File: config.mk
export PLATFORM = sky130hd
export DESIGN_NAME = pingPongTest
export DESIGN_NICKNAME = d
export VERILOG_FILES = /design/src/pingPongPkg.sv /design/src/writeSequencer.sv /design/src/notifyDetect.sv /design/src/readSequencer.sv /design/src/pingPongTest.sv
export SDC_FILE = /design/constraint.sdc
export NUM_CORES = 1
export LEC_CHECK = 0
export BUFFER_PORTS_ARGS = -buffer_cell sky130_fd_sc_hd__buf_2
export CORE_AREA = 2 2 492 494
export DETAILED_ROUTE_END_ITERATION = 16
export DIE_AREA = 0 0 494 496
export GPL_TIMING_DRIVEN = 0
export SYNTH_ARGS = -nofsm -noshare
export SYNTH_HDL_FRONTEND = slang
export SYNTH_SLANG_ARGS = --single-unit
File: constraint.sdc
create_clock -name Clk_400 -period 3.1 [get_ports Clk_400]
set_input_delay 0.465 -clock Clk_400 [delete_from_list [all_inputs] [get_ports Clk_400]]
set_output_delay 0.465 -clock Clk_400 [all_outputs]
set_load 0.02 [all_outputs]
File: src/pingPongPkg.sv
// ping pong test shared types

package pingPongPkg;

   // **************************************************
   // widths and constants
   // **************************************************
   localparam int addrBits    = 20;   // cache-line address
   localparam int lineBits    = 512;  // one cache line
   localparam int tagBits     = 16;   // msb set marks a read
   localparam int countBits   = 21;   // line counters
   localparam int seqAddrBits = 17;   // low payload bits carrying the address
   localparam int flagOnes    = 64;   // ones in the flag line
   localparam int pollWordLsb = 32;   // flag word checked by the poll
   localparam int uMsgHintBit = 15;   // header bit, hint message

   localparam logic [31:0] fillWord = 32'h0000_0001;
   localparam logic [2:0]  uMsgId   = 3'd0;           // expected message id

   // derived line images
   localparam logic [lineBits-1:0] fillLine = {(lineBits/32){fillWord}};
   localparam logic [lineBits-1:0] flagLine =
      {{(lineBits-flagOnes){1'b0}}, {flagOnes{1'b1}}};

   // **************************************************
   // state and mode encodings
   // **************************************************
   typedef enum logic [2:0] {WR_WAIT, WR_WRITE, WR_FENCE, WR_FLAG, WR_DONE} wrState_t;
   typedef enum logic [1:0] {RD_WAIT, RD_READ, RD_RESP, RD_DONE} rdState_t;
   typedef enum logic [1:0] {POLL_WAIT, POLL_READ, POLL_RESP, POLL_DONE} pollState_t;

   // host to fpga notification method
   typedef enum logic [1:0] {
      MODE_POLL      = 2'd0,   // poll the flag line
      MODE_CSR       = 2'd1,   // csr write pulse
      MODE_UMSG_DATA = 2'd2,   // message with data
      MODE_UMSG_HINT = 2'd3    // message hint only
   } notifyMode_t;

   // **************************************************
   // port bundles
   // **************************************************
   typedef struct packed {
      logic              go;         // one-cycle start
      logic [31:0]       numLines;
      notifyMode_t       mode;
   } testCfg_t;

   typedef struct packed {
      logic                en;
      logic                fence;
      logic [addrBits-1:0] addr;
      logic [tagBits-1:0]  tag;
      logic [lineBits-1:0] data;
   } wrReq_t;

   typedef struct packed {
      logic                en;
      logic [addrBits-1:0] addr;
      logic [tagBits-1:0]  tag;
   } rdReq_t;

   typedef struct packed {
      logic                valid;
      logic [15:0]         hdr;      // also message header
      logic [addrBits-1:0] addr;
      logic [lineBits-1:0] data;
   } rdRsp_t;

   typedef struct packed {
      logic [15:0]          data16;   // low data bits of failing line
      logic [15:0]          addr16;
      logic [15:0]          hdr16;
      logic [countBits-1:0] count;    // responses seen before it
   } errInfo_t;

endpackage

File: src/writeSequencer.sv
// payload, fence and flag writer
`timescale 1ns/100ps

module writeSequencer (
   input  logic                  Clk_400,
   input  logic                  rstN,
   input  pingPongPkg::testCfg_t cfg,
   input  logic                  wrSent,   // current request taken
   output pingPongPkg::wrReq_t   wrReq,
   output logic                  wrDone    // level, flag line taken
);
   import pingPongPkg::*;

   wrState_t             wrState;
   logic [addrBits-1:0]  wrAddr;      // address of pending request
   logic [countBits-1:0] wrCount;     // payload lines, counts from 1
   logic [countBits-1:0] lineLimit;

   assign lineLimit = cfg.numLines[countBits-1:0];
   assign wrDone    = (wrState == WR_DONE);

   // **************************************************
   // request decode
   // **************************************************
   always_comb
   begin
      wrReq.en    = (wrState == WR_WRITE) || (wrState == WR_FLAG);
      wrReq.fence = (wrState == WR_FENCE);    // fence goes out alone
      wrReq.addr  = wrAddr;
      wrReq.tag   = {1'b0, wrAddr[tagBits-2:0]};   // write marker
      if (wrState == WR_FLAG)
         wrReq.data = flagLine;
      else
         // every word 1, low bits overlaid with the line address
         wrReq.data = {fillLine[lineBits-1:seqAddrBits], wrAddr[seqAddrBits-1:0]};
   end

   // **************************************************
   // write fsm
   // **************************************************
   always_ff @(posedge Clk_400 or negedge rstN)
   begin
      if (!rstN)
      begin
         wrState <= WR_WAIT;
         wrAddr  <= '0;
         wrCount <= '0;
      end
      else
      begin
         case (wrState)
            WR_WAIT:
            begin
               wrAddr  <= '0;
               wrCount <= countBits'(1);
               if (cfg.go)
               begin
                  if (cfg.numLines != 32'd0)
                     wrState <= WR_WRITE;
                  else
                     wrState <= WR_FLAG;     // flag only, at address 0
               end
            end
            WR_WRITE:
            begin
               if (wrSent)
               begin
                  wrAddr  <= wrAddr + addrBits'(1);   // ends at N, the flag slot
                  wrCount <= wrCount + countBits'(1);
                  if (wrCount == lineLimit)
                     wrState <= WR_FENCE;
               end
            end
            WR_FENCE:
               if (wrSent)
                  wrState <= WR_FLAG;
            WR_FLAG:
               if (wrSent)
                  wrState <= WR_DONE;
            default:
               wrState <= WR_DONE;           // parked until reset
         endcase
      end
   end

   // pending request must hold its shape until taken
   aWrHold : assert property (@(posedge Clk_400) disable iff (!rstN)
      (wrReq.en || wrReq.fence) && !wrSent
         |=> $stable(wrReq.en) && $stable(wrReq.fence) && $stable(wrReq.addr))
      else $error("write request changed before wrSent");

endmodule

File: src/notifyDetect.sv
// host notification detector
`timescale 1ns/100ps

module notifyDetect (
   input  logic                  Clk_400,
   input  logic                  rstN,
   input  pingPongPkg::testCfg_t cfg,
   input  logic                  wrDone,
   input  pingPongPkg::rdRsp_t   rdRsp,     // flag data or message header
   input  logic                  uMsgValid,
   input  logic                  csrWrite,
   output pingPongPkg::rdReq_t   pollReq,
   input  logic                  rdSent,
   output logic                  rdGo       // one-cycle start of readback
);
   import pingPongPkg::*;

   pollState_t          pollState;
   logic [addrBits-1:0] flagAddr;    // flag line sits right after payload
   logic                pollHit;     // flag word seen all ones
   logic                idOk;        // message id matches
   logic                goNext;

   assign flagAddr = cfg.numLines[addrBits-1:0];

   // poll read request
   assign pollReq.en   = (pollState == POLL_READ);
   assign pollReq.addr = flagAddr;
   assign pollReq.tag  = {1'b1, flagAddr[tagBits-2:0]};

   assign pollHit = (pollState == POLL_RESP) && rdRsp.valid
                    && (rdRsp.data[pollWordLsb +: 32] == 32'hffff_ffff);
   assign idOk    = (rdRsp.hdr[2:0] == uMsgId);

   // **************************************************
   // method select
   // **************************************************
   always_comb
   begin
      case (cfg.mode)
         MODE_POLL:      goNext = pollHit;
         MODE_CSR:       goNext = csrWrite;
         MODE_UMSG_DATA: goNext = uMsgValid && !rdRsp.hdr[uMsgHintBit] && idOk;
         default:        goNext = uMsgValid && rdRsp.hdr[uMsgHintBit] && idOk;
      endcase
   end

   // poll fsm, reissues the read until the flag lands
   always_ff @(posedge Clk_400 or negedge rstN)
   begin
      if (!rstN)
      begin
         pollState <= POLL_WAIT;
         rdGo      <= 1'b0;
      end
      else
      begin
         rdGo <= goNext;
         case (pollState)
            POLL_WAIT:
               if (wrDone && (cfg.mode == MODE_POLL))
                  pollState <= POLL_READ;
            POLL_READ:
               if (rdSent)
                  pollState <= POLL_RESP;
            POLL_RESP:
            begin
               if (rdRsp.valid)
                  pollState <= pollHit ? POLL_DONE : POLL_READ;   // stale flag, retry
            end
            default:
               pollState <= POLL_DONE;
         endcase
      end
   end

   aGoPulse : assert property (@(posedge Clk_400) disable iff (!rstN)
      rdGo |=> !rdGo)
      else $error("rdGo held longer than one cycle");

endmodule

File: src/readSequencer.sv
// readback sequencer and data checker
`timescale 1ns/100ps

module readSequencer (
   input  logic                   Clk_400,
   input  logic                   rstN,
   input  pingPongPkg::testCfg_t  cfg,
   input  logic                   rdGo,
   input  pingPongPkg::rdReq_t    pollReq,    // forwarded while idle
   input  logic                   rdSent,
   input  pingPongPkg::rdRsp_t    rdRsp,
   output pingPongPkg::rdReq_t    rdReq,
   output logic                   rdDone,
   output logic                   errorValid, // sticky
   output pingPongPkg::errInfo_t  errorInfo
);
   import pingPongPkg::*;

   rdState_t             rdState;
   logic [addrBits-1:0]  rdAddr;
   logic [countBits-1:0] reqCount;    // counts from 1
   logic [countBits-1:0] rspCount;
   logic [countBits-1:0] lineLimit;
   logic                 inRead;      // payload reads in flight

   // response pipe, first stage
   logic                 rspValidQ;
   logic [15:0]          rspDataQ;
   logic [15:0]          rspAddrQ;
   logic [15:0]          rspHdrQ;
   logic [countBits-1:0] rspCountQ;

   assign lineLimit = cfg.numLines[countBits-1:0];
   assign inRead    = (rdState == RD_READ) || (rdState == RD_RESP);
   assign rdDone    = (rdState == RD_DONE);

   // **************************************************
   // read port mux
   // **************************************************
   always_comb
   begin
      if (rdState == RD_WAIT)
         rdReq = pollReq;
      else
      begin
         rdReq.en   = (rdState == RD_READ);
         rdReq.addr = rdAddr;
         rdReq.tag  = {1'b1, rdAddr[tagBits-2:0]};   // read marker
      end
   end

   // **************************************************
   // read fsm and counters
   // **************************************************
   always_ff @(posedge Clk_400 or negedge rstN)
   begin
      if (!rstN)
      begin
         rdState  <= RD_WAIT;
         rdAddr   <= '0;
         reqCount <= '0;
         rspCount <= '0;
      end
      else
      begin
         case (rdState)
            RD_WAIT:
            begin
               rdAddr   <= '0;
               reqCount <= countBits'(1);
               rspCount <= '0;
               if (rdGo)
                  rdState <= (cfg.numLines != 32'd0) ? RD_READ : RD_DONE;
            end
            RD_READ:
            begin
               if (rdSent)
               begin
                  rdAddr   <= rdAddr + addrBits'(1);
                  reqCount <= reqCount + countBits'(1);
                  if (reqCount == lineLimit)
                     rdState <= RD_RESP;   // last read issued
               end
            end
            RD_RESP:
               if (rspCount == lineLimit)
                  rdState <= RD_DONE;
            default:
               rdState <= RD_DONE;
         endcase

         // responses come back in any order, only count them
         if (rdRsp.valid && inRead)
            rspCount <= rspCount + countBits'(1);
      end
   end

   // **************************************************
   // data check, two cycles behind the response
   // **************************************************
   always_ff @(posedge Clk_400 or negedge rstN)
   begin
      if (!rstN)
      begin
         rspValidQ  <= 1'b0;
         errorValid <= 1'b0;
      end
      else
      begin
         rspValidQ <= rdRsp.valid && inRead;     // poll responses excluded
         if (rspValidQ && (rspDataQ != rspAddrQ))
            errorValid <= 1'b1;
      end
   end

   always_ff @(posedge Clk_400)
   begin
      rspDataQ  <= rdRsp.data[15:0];
      rspAddrQ  <= rdRsp.addr[15:0];
      rspHdrQ   <= rdRsp.hdr;
      rspCountQ <= rspCount;
      errorInfo <= '{data16: rspDataQ, addr16: rspAddrQ, hdr16: rspHdrQ, count: rspCountQ};
   end

   // host must not return more lines than were requested
   aRspBound : assert property (@(posedge Clk_400) disable iff (!rstN)
      inRead |-> (rspCount <= lineLimit))
      else $error("more read responses than numLines");

endmodule

File: src/pingPongTest.sv
// notification latency test top
`timescale 1ns/100ps

module pingPongTest (
   input  logic                   Clk_400,
   input  logic                   rstN,
   input  pingPongPkg::testCfg_t  cfg,
   output pingPongPkg::wrReq_t    wrReq,
   input  logic                   wrSent,      // host took write or fence
   output pingPongPkg::rdReq_t    rdReq,
   input  logic                   rdSent,      // host took read
   input  pingPongPkg::rdRsp_t    rdRsp,
   input  logic                   uMsgValid,
   input  logic                   csrWrite,
   output logic                   testCmp,
   output logic                   errorValid,
   output pingPongPkg::errInfo_t  errorInfo
);
   import pingPongPkg::*;

   logic   wrDone;    // flag line accepted
   logic   rdDone;    // all read responses back
   logic   rdGo;      // host notification seen
   rdReq_t pollReq;   // flag poll, muxed onto read port

   // **************************************************
   // fpga to host side
   // **************************************************
   writeSequencer uWrSeq (
      .Clk_400 (Clk_400),
      .rstN    (rstN),
      .cfg     (cfg),
      .wrSent  (wrSent),
      .wrReq   (wrReq),
      .wrDone  (wrDone)
   );

   // host to fpga notification
   notifyDetect uNotify (
      .Clk_400   (Clk_400),
      .rstN      (rstN),
      .cfg       (cfg),
      .wrDone    (wrDone),
      .rdRsp     (rdRsp),
      .uMsgValid (uMsgValid),
      .csrWrite  (csrWrite),
      .pollReq   (pollReq),
      .rdSent    (rdSent),
      .rdGo      (rdGo)
   );

   // readback and data check, owns the read port
   readSequencer uRdSeq (
      .Clk_400    (Clk_400),
      .rstN       (rstN),
      .cfg        (cfg),
      .rdGo       (rdGo),
      .pollReq    (pollReq),
      .rdSent     (rdSent),
      .rdRsp      (rdRsp),
      .rdReq      (rdReq),
      .rdDone     (rdDone),
      .errorValid (errorValid),
      .errorInfo  (errorInfo)
   );

   // completion once both sides finish, held
   always_ff @(posedge Clk_400 or negedge rstN)
   begin
      if (!rstN)
         testCmp <= 1'b0;
      else
         testCmp <= wrDone && rdDone;
   end

endmodule

== Word level (Yosys, flattened, before mapping) ==
Index checks and enable logic that the tools add are counted.
Word-level totals
  flip-flop bits (word level): 252
  latch bits: 0
  bits in writable memories: 0
  ROM bits: 0
  output and inout bits: 658
  word-level logic and storage cells: 111
  memories: 0
Operators by class
  add/sub/neg operators: 5
  multiply operators: 0
  div/mod/pow operators: 0
  order comparisons: 0
  eq/ne operators: 28
  shift operators: 0
  multiplexer cells: 31
  bitwise logic cells: 0
  reductions and logical operators: 27
Operator list (number)
  $mux W481: 1
  $mux W21: 4
  $pmux W21 S2: 2
  $pmux W20 S2: 2
  $add A21 B1 Y21 const B: 3
  $eq A21 B21 Y1: 3
  $add A20 B1 Y20 const B: 2
  $mux W20: 2
  $mux W37: 1
  $eq A32 B32 Y1 const B: 1
  $reduce_bool A32 Y1: 1
  $mux W2: 10
  $ne A2 B2 Y1 const B: 10
  $ne A16 B16 Y1: 1
  $mux W3: 5
  $pmux W2 S3: 2
  $pmux W3 S4: 1
  $logic_and A1 B1 Y1: 10
  $eq A2 B2 Y1 const B: 4
  $eq A2 B1 Y1 const B: 3
  $eq A3 B2 Y1 const B: 2
  $logic_not A2 Y1: 3
  $logic_not A3 Y1: 2
  $reduce_bool A2 Y1: 3
  other kinds (10): 13

== Logic depth before layout (Yosys ltp) ==
Gate-level depths: netlist (run 1).
  depth in word-level cells: 6
  gate-level depth with buffers: 8
  depth with buffers taken out: 8

== Modules after synthesis ==
A second synthesis (run 1) with hierarchy kept.
Second synthesis, totals
  cell total of the unflattened synthesis: 1546
  area total of the unflattened synthesis: 14254.9 um^2
By module, submodules not included
  readSequencer: instances 1, cells an instance 655, area an instance 7103.1 um^2, seq. area each 4414.2 um^2
  writeSequencer: instances 1, cells an instance 822, area an instance 6601.3 um^2, seq. area each 1101.1 um^2
  notifyDetect: instances 1, cells an instance 67, area an instance 519.2 um^2, seq. area each 75.1 um^2
  pingPongTest: instances 1, cells an instance 2, area an instance 31.3 um^2, seq. area each 25.0 um^2

== Worst setup path before layout (run 1) ==
Ideal clock, no wire load.
  kind: reg-to-output
  from: reg uWrSeq.wrState[1]
  to: out wrReq[18] in the netlist's numbering
  data arrival time: 2.542 ns
  path slack: 0.093 ns
  cell stages (with the launch flop): 6
  cells stage by stage: dfrtp_1 > clkbuf_1 > nand3b_1 > clkbuf_1 > inv_1 > buf_4
RTL lines
  from (decl): line writeSequencer.sv:14  | wrState_t wrState;
  from (signal assigned): line writeSequencer.sv:45  | wrState <= WR_WAIT;
  from (signal assigned): line writeSequencer.sv:59  | wrState <= WR_WRITE;
  from (signal assigned): line writeSequencer.sv:61  | wrState <= WR_FLAG;
  to (decl): line pingPongTest.sv:8  | output pingPongPkg::wrReq_t wrReq,

==> results of run 1 <==
-- sequential cells by signal, summed over array words and instances, names as in the netlist, 2 cells and up --
name               count
uRdSeq.errorInfo      69
uRdSeq.reqCount       21
uRdSeq.rspCountQ      21
uRdSeq.rspCount       21
uWrSeq.wrCount        21
uRdSeq.rdAddr         20
uWrSeq.wrAddr         20
uRdSeq.rspAddrQ       16
uRdSeq.rspDataQ       16
uRdSeq.rspHdrQ        16
uWrSeq.wrState         3
uNotify.pollState      2
uRdSeq.rdState         2
-- worst register-to-register path, stage by stage (launching register included) --
cell and delay, ns:
dfrtp_1 0.35, buf_2 0.18, or2_2 0.38, nor2_1 0.99
clkbuf_1 0.70, nor2_1 0.12
-- worst min path at each step --
stage                                 startpoint                           end  slack (ns)  cells after the start
detailed placement  uRdSeq.rspCountQ[19]$_DFF_P_  uRdSeq.errorInfo[19]$_DFF_P_        0.31                      0
finish                                    cfg[0]        uNotify.rdGo$_DFF_PN0_        0.11                      2
CTS                                       cfg[0]        uNotify.rdGo$_DFF_PN0_        0.06                      2
floorplan                                   rstN             testCmp$_DFF_PN0_        0.17                      0
global route                              cfg[0]        uNotify.rdGo$_DFF_PN0_         0.1                      2
global placement     uRdSeq.rspCountQ[0]$_DFF_P_   uRdSeq.errorInfo[0]$_DFF_P_        0.31                      0
-- synth_stat cells, types with 16 or more instances --
| cell | n |
|---|---|
| nor2_1 | 88 |
| nand3_1 | 53 |
| nand2_1 | 52 |
| o21ai_0 | 39 |
| dfxtp_1 | 138 |
| nor4_1 | 21 |
| xor2_1 | 64 |
| clkbuf_1 | 17 |
| nand2b_1 | 16 |
| buf_4 | 527 |
| dfrtp_1 | 114 |
| mux2_2 | 21 |
| xnor2_1 | 79 |
| a21oi_1 | 25 |
| inv_1 | 20 |
| nand4_1 | 42 |
-- kinds of logic (layout without fill, tap and decap cells) --
group,after synthesis,after routing
and+or+nand+nor,341,341
buffers and inverters,569,1023
DFF,252,252
AOI/OAI and AO/OA,87,87
other,2,447
adders and majority gates,10,10
xor gates and xnor gates,143,143
muxes,28,28
-- layout make-up --
type	count	area [um2]	area share (%)
clock inverters	13	169	0.744
multi-input cells	1046	5600	24.7
repair inverters	3	22.5	0.0992
inverters	20	78.8	0.347
repair buffers	393	2250	9.90
flip-flops and latches	252	5620	24.7
well taps	3185	3990	17.5
diodes	10	25.0	0.110
plain buffers	549	4080	18.0
clock buffers	45	888	3.91
-- per-layer routing --
metal  share of wire, %  track usage (%)  up-vias
met5              0.022                0        -
met4                8.2             3.67        2
met3                7.8            0.769       87
met2                 48             7.74      718
met1                 36             4.83     4703
li1                   -                -     5481
-- report_power, final --
| part | leakage [nW] | switching [W] | total [W] | internal, W |
|---|---|---|---|---|
| Clock | 0.517 | 0.00155 | 0.00373 | 0.00218 |
| Combinational | 7.57 | 0.00114 | 0.00185 | 0.000719 |
| Sequential | 2.70 | 0.000207 | 0.00360 | 0.00339 |
-- what timing repair did --
item | 4_1_cts | 5_1_grt
pin swaps | 1 | 0
buffers inserted | 2 | 1
endpoints found under the hold margin | 93 | 0
gates resized for setup | 18 | 1
endpoints found under the setup margin | 113 | 13
gates cloned | 3 | 0
hold buffers | 49 | 0
-- through the flow --
| stage | util, % | total power, W | setup WS [ns] |
|---|---|---|---|
| 6_report | 9.48 | 0.00918 | 0.140 |
| 5_1_grt | 9.47 | 0.00965 | 0.0152 |
| 4_1_cts | 9.46 | 0.00939 | 0.0119 |
| 3_5_place_dp | 8.79 | 0.00548 | -1.26 |
| 3_3_place_gp | 8.77 | 0.00546 | -1.87 |
| 2_1_floorplan | - | 0.00486 | 0.0933 |
==> key figures, run 1 <==
Outcome
  • Status: complete, no violations

Floorplan
  • Die height: ~500 um
  • Chip width: roughly 500 um
  • Rows: between 150 and 200
  • Initial Util: ~5.7%
  • Core area: about 240000 um2
  • Die Area: 245000 um2
  • IO Count: between 1000 and 1500

Setup path
  • Setup CP Type: flip-flop to output pin
  • Critical Path Max Stage Delay: 0.41 ns
  • R2r setup slk: 0.23 ns
  • Critical path's slowest cell: dfrtp_1
  • Crit path capture: rdReq[30]
  • Most frequent CP cell: buf_8
  • Worst EP arrival: around 2.5 ns
  • Worst Setup SP: uRdSeq.rdState[0]$_DFFE_PN0P_
  • Start of the worst register-to-register path: uWrSeq.wrState[2]$_DFFE_PN0P_
  • CP Depth: 7
  • Buf/Inv on CP: 5
  • CP Capture Type: output pin
  • Crit-path cells: inv_1 > ha_1 > buf_8 > buf_8 > mux2_2 > buf_4 > buf_2
  • Worst Reg-to-Reg Cells: 5
  • CP startpoint kind: flip-flop
  • Worst-path fanout max: 10
  • Worst R2R End: uWrSeq.wrAddr[14]$_DFFE_PN0P_
  • Req. time, crit path: 2.63 ns
  • Cell family with most CP delay: buffers and inverters

Synthesis
  • Top FF cell, synth: dfxtp_1
  • Post-synth ARST share: 45.2%
  • Yosys top cell area share: between 20 and 30%
  • Main combinational cell family by area after synthesis: buffers and inverters
  • Synth area leaders: buf_4 (29%), dfrtp_1 (21%), dfxtp_1 (20%), xnor2_1 (5.1%), xor2_1 (4.1%)
  • Post-Synthesis Cells: between 1000 and 1500
  • Ys Warns: 0
  • Synthesized area: between 10000 and 15000 um2
  • Mux cell area share after synthesis: 2.27%
  • Yosys top cell by area: buf_4
  • Count of unique library cells instantiated by Yosys: between 50 and 60
  • Share of the yosys chip area belonging to registers: around two fifths
  • XOR/XNOR Fraction of Synth Area: 9.14%
  • FF+latch count, synth: roughly 250
  • Synth Area in Simple Gates: around an eighth
  • Complex-gate fraction of the synthesized area: approximately 3.6%
  • Number of synthesized flops with an enable pin: 0
  • Syn_area_per_cell: approximately 9.6 um2
  • Adder-cell share of the synthesized area: less than 1%

Global route
  • Initial antenna violation count: 18
  • Largest net degree at the start of global routing: 70
  • GRT Total Usage: 4.49%
  • Vias in the first global route: slightly below 10000
  • Total gr overflow: 0
  • First-pass GRT wire length: 76.1 mm

Timing
  • Final hold vios: 0
  • Worst-margin pin slew: 1.31 ns
  • Maximum clock rate: about 0.34 GHz
  • Slew HR: 12.3%
  • # setup viols final: 0
  • Final setup TNS: 0 ns
  • Worst Hold Slack: 0.107 ns
  • Final min period: roughly 3.0 ns
  • RSZ-0062 raised after global routing: false
  • Final Cycle Share: between 90% and 100%
  • Clock Skew: just under 0.05 ns
  • Slew Viols, Final: 0

Route
  • Pre-Repair DR Iteration Count: 5
  • Post-DR wirelength/cell: 10.7 um
  • DRT iter0 DRCs: 420
  • Overall routed net length: about 60 mm
  • Vias/cell: approximately 2.0
  • Vias: 11000
  • Routed Antenna Nets: 0
  • DRC: 0

Power
  • P per Cell Area: around 400 nW/um2
  • Pleak: 10.8 nW
  • VDD IR-drop max: a little over 0.4 mV

Place
  • Gpl congestion: between 0.7 and 0.8
  • Placed inst area: between 20000 and 25000 um2
  • Port Buf Inserts: between 300 and 400
  • Detail Placement HPWL: between 50 and 60 mm
  • Placed Cells incl. Taps: between 5000 and 6000

Finish
  • Final nets: roughly 2900
  • Area delta synth->final: 65.8%
  • # fillers: between 20000 and 30000
  • Finished Cell Area: roughly 23000 um2
  • Layout cell share with drive strength beyond 1: 41.6%
  • Commonest non-fill, non-tap cell in the layout: buf_4
  • Commonest cells after routing, fill and taps aside: buf_4 (531), conb_1 (437), buf_2 (342)
  • Non-Filler Instances: about 5500

Worst hold path
  • Worst hold path class: input pin to flip-flop

CTS
  • Clock root buffer: clkbuf_16
  • CTS Buffer Depth: 3
  • CTS tree: built
  • Worst skew pair latency: 0.64 ns
  • H-tree depth: 1
  • Sinks on Clock Net: 252
  • Clk slew on worst S/H paths: about 0.06 ns
  • CTS Buf Count: 31

Run
  • Max Cap Viol: 0
No activity file was read; power rests on OpenSTA's default activity.
==> run 2: changes to the inputs <==
ABC_AREA = 1   (was not set)
CORE_AREA = 2 2 487 489   (was 2 2 492 494)
DIE_AREA = 0 0 489 491   (was 0 0 494 496)
MAX_ROUTING_LAYER = met4   (was not set)
PLACE_DENSITY = 0.3   (was not set)
==> run 2 against run 1 <==
Against the previous run:
- die area fell by 2.0%
- sequential power barely moved
- clock skew fell by 0.025 ns
- power rose by 16%
- critical endpoint is now rdReq[20]
- highest routed layer is now met4
==> key figures, run 2 <==
Worst hold path
  • Worst hold path class: input pin to flip-flop
  • HP Start: wrSent
  • Hold Path Cell Cnt: 3 (+1)
  • Hold Path End: uWrSeq.wrCount[1]$_DFFE_PN0P_

Floorplan
  • IO Count: 1248 (unchanged)
  • Rows: 178 (-1.1%)
  • Chip width: 489 um (-1.0%)
  • Die Area: 240000 um2 (-2.0%)
  • Core area: 235000 um2 (-2.1%)
  • Initial Util: 6.21% (+0.49 points)
  • Die height: 491 um (-1.0%)

Synthesis
  • Post-synth ARST share: 45.2% (unchanged)
  • Synthesized area: 14600 um2 (+6.3%)
  • Number of synthesized flops with an enable pin: 0 (unchanged)
  • Synth top cells by count: buf_4 (525), nand2_1 (298), inv_1 (164), dfxtp_1 (138), nor2_1 (126)
  • Share of the yosys chip area belonging to registers: 38.6% (-2.4 points)
  • Count of unique library cells instantiated by Yosys: 49 (-7.5%)
  • Yosys top cell area share: 27.1% (-1.8 points)
  • Ys Warns: 0 (unchanged)
  • FF+latch count, synth: 252 (unchanged)
  • Yosys top cell by area: buf_4
  • Most frequent cell after synthesis: buf_4
  • Syn_area_per_cell: 8.03 um2 (-16%)
  • Top FF cell, synth: dfxtp_1
  • Synth area leaders: buf_4 (27%), dfrtp_1 (20%), dfxtp_1 (19%), nand2_1 (7.7%), inv_1 (4.2%)
  • Post-Synthesis Cells: 1814 (+27%)

Setup path
  • Worst EP arrival: 2.57 ns (+0.08 ns)
  • CP startpoint kind: flip-flop
  • Worst-path fanout max: 10 (unchanged)
  • Critical Path Max Stage Delay: 0.44 ns (+0.03 ns)
  • Critical path's slowest cell: o21ai_2
  • Req. time, crit path: 2.63 ns (about the same)
  • Start of the worst register-to-register path: uRdSeq.rdState[1]$_DFFE_PN0P_
  • Worst Reg-to-Reg Cells: 8 (+3)
  • R2r setup slk: 0.43 ns (+0.20 ns)
  • CP Capture Type: output pin
  • Setup CP Type: flip-flop to output pin
  • Most frequent CP cell: buf_4
  • Crit-path cells: inv_1 > ha_1 > buf_4 > clkbuf_2 > o21ai_2 > buf_4 > buf_2
  • Worst R2R End: uRdSeq.reqCount[9]$_DFFE_PN0P_

Finish
  • Final nets: 3277 (+13%)
  • # fillers: 27400 (-1.8%)
  • Commonest non-fill, non-tap cell in the layout: buf_4
  • Fin util: 10.1% (+0.60 points)
  • Finished Cell Area: 23600 um2 (+4.0%)
  • Area delta synth->final: 62.2%
  • Largest register by flop count: uRdSeq.errorInfo
  • Max reg flops: 69 (unchanged)
  • Layout cell share with drive strength beyond 1: 37.2% (-4.4 points)
  • Commonest cells after routing, fill and taps aside: buf_4 (529), conb_1 (437), buf_2 (344)

Run
  • Max Cap Viol: 0 (unchanged)

Power
  • VDD IR-drop max: 0.442 mV (+8.0%)
  • Pleak: 11.5 nW (+6.9%)
  • P per Cell Area: 450 nW/um2 (+11%)

Route
  • Vias: 12900 (+17%)
  • Post-DR wirelength/cell: 11.4 um (+6.4%)
  • Pre-Repair DR Iteration Count: 5 (unchanged)
  • Vias/cell: 2.20 (+11%)
  • Routed Antenna Nets: 0 (unchanged)
  • DRT iter0 DRCs: 515 (+23%)
  • Overall routed net length: 66.8 mm (+13%)
  • DRC: 0 (unchanged)

Timing
  • Slack of the critical path: 0.0698 ns (-0.0706 ns)
  • Worst-margin pin slew: 1.06 ns (-0.254 ns)
  • Slew Viols, Final: 0 (unchanged)
  • RSZ-0062 raised after global routing: true
  • Final min period: 3.03 ns (+0.0706 ns)
  • Final Cycle Share: 97.7% (+2.3 points)
  • Slew HR: 28.9% (+17 points)
  • # setup viols final: 0 (unchanged)
  • Clock Skew: 0.0234 ns (-0.0249 ns)
  • Final hold vios: 0 (unchanged)
  • Maximum clock rate: 0.330 GHz (-2.3%)

Global route
  • Largest net degree at the start of global routing: 71 (+1.4%)
  • GRT Total Usage: 5.44% (+0.95 points)
  • Vias in the first global route: 12300 (+27%)
  • Total gr overflow: 0 (unchanged)
  • Initial antenna violation count: 27 (+9)
  • First-pass GRT wire length: 90.6 mm (+19%)

CTS
  • Clk slew on worst S/H paths: 0.06 ns (about the same)
  • Sinks on Clock Net: 252 (unchanged)
  • Clock root buffer: clkbuf_16
  • Worst skew pair latency: 0.63 ns (about the same)
  • CTS tree: built
  • CTS Buf Count: 30 (-3.2%)
  • CTS Buffer Depth: 3 (unchanged)
  • H-tree depth: 1 (unchanged)

Place
  • Gpl congestion: 0.751 (-4.1%)
  • Dpl ws: -1.15 ns (+0.108 ns)
  • Detail Placement HPWL: 55.8 mm (+10%)
  • Port Buf Inserts: 341 (+0.29%)
  • Placed inst area: 21900 um2 (+4.0%)

Outcome
  • Status: complete, no violations
-- run 2: cell count changes in the layout (fill, tap and decap cells not counted), sizes merged, moves of 17 or more --
| cell | change |
|---|---|
| a21oi | +38 |
| inv | +149 |
| mux2 | -22 |
| nand2 | +258 |
| nor2 | +58 |
| nor3 | +32 |
| nor4 | -17 |
| o21ai | +53 |
| xnor2 | -48 |
| xor2 | -56 |
-- run 2: cell type report --
type,instances,area (um2),area share (%)
multi-input cells,1283,6000,25.4
clock inverters,11,145,0.614
well taps,3150,3940,16.7
repair buffers,395,2270,9.62
diodes,2,5.00,0.0212
clock buffers,45,941,3.98
plain buffers,544,4050,17.1
flip-flops and latches,252,5620,23.8
inverters,171,649,2.75
-- run 2: power breakdown --
| part | switching (W) | internal, W |
|---|---|---|
| sequential | 0.000153 | 0.00347 |
| clock | 0.00167 | 0.00228 |
| combinational | 0.00203 | 0.00103 |
| total | 0.00384 | 0.00678 |
-- run 2: cell families after synthesis --
kind of cell	count (synthesis)	share of synthesized area, %
AOI/OAI and AO/OA	184	6.73
DFF	252	38.6
muxes	3	0.206
xor gates and xnor gates	39	2.35
adders and majority gates	10	0.859
buffers and inverters	716	32.1
and+or+nand+nor	608	19.1
other	2	0.0516
-- run 2: worst max-delay path by stage --
stage | startpoint | end | slack, ns | depth (start not counted)
floorplan | uWrSeq.wrState[0]$_DFFE_PN0P_ | wrReq[10] | 0.24 | 5
global placement | uWrSeq.wrState[0]$_DFFE_PN0P_ | wrReq[12] | -1.04 | 6
detailed placement | uWrSeq.wrState[0]$_DFFE_PN0P_ | wrReq[12] | -1.15 | 6
CTS | uRdSeq.rdState[0]$_DFFE_PN0P_ | rdReq[30] | -0.07 | 7
global route | uRdSeq.rdState[1]$_DFFE_PN0P_ | rdReq[16] | -0.10 | 8
finish | uRdSeq.rdState[0]$_DFFE_PN0P_ | rdReq[20] | 0.07 | 7
-- run 2: timing repair --
item,CTS,global route
hold endpoints to repair,92,0
setup endpoints to repair,111,15
buffers inserted,4,0
hold buffers,49,0
pin swaps,1,0
gates cloned,2,0
resized for setup,41,5
-- run 2: worst max-delay path, delay by kind of cell (launching register included) --
kind / cells / cell delay [ns]
AOI/OAI and AO/OA: 1 / 0.44
DFF: 1 / 0.42
buffers and inverters: 5 / 0.89
adders and majority gates: 1 / 0.20
-- run 2: metrics by stage --
| step | TNS, ns | instances | power (W) | hold slack (ns) |
|---|---|---|---|---|
| after floorplan | 0 | 2249 | 0.00562 | 0.169 |
| final | 0 | 5853 | 0.0106 | 0.165 |
| after global routing | -0.643 | 5851 | 0.0112 | 0.167 |
| after CTS | -0.264 | 5851 | 0.0108 | 0.120 |
| after global placement | -91.99 | 5740 | 0.00665 | 0.311 |
| after detailed placement | -24.16 | 5741 | 0.00665 | 0.313 |
-- run 2: routing by layer --
metal / share of wire (%) / track usage, % / wire length (um) / vias up
met3: 7.1 / 1.11 / 4770 / 95
li1: - / - / - / 6509
met4: 1.7 / 0.694 / 1170 / 0
met5: 0 / - / 0 / -
met2: 49 / 9.65 / 32800 / 696
met1: 42 / 6.40 / 28100 / 5591
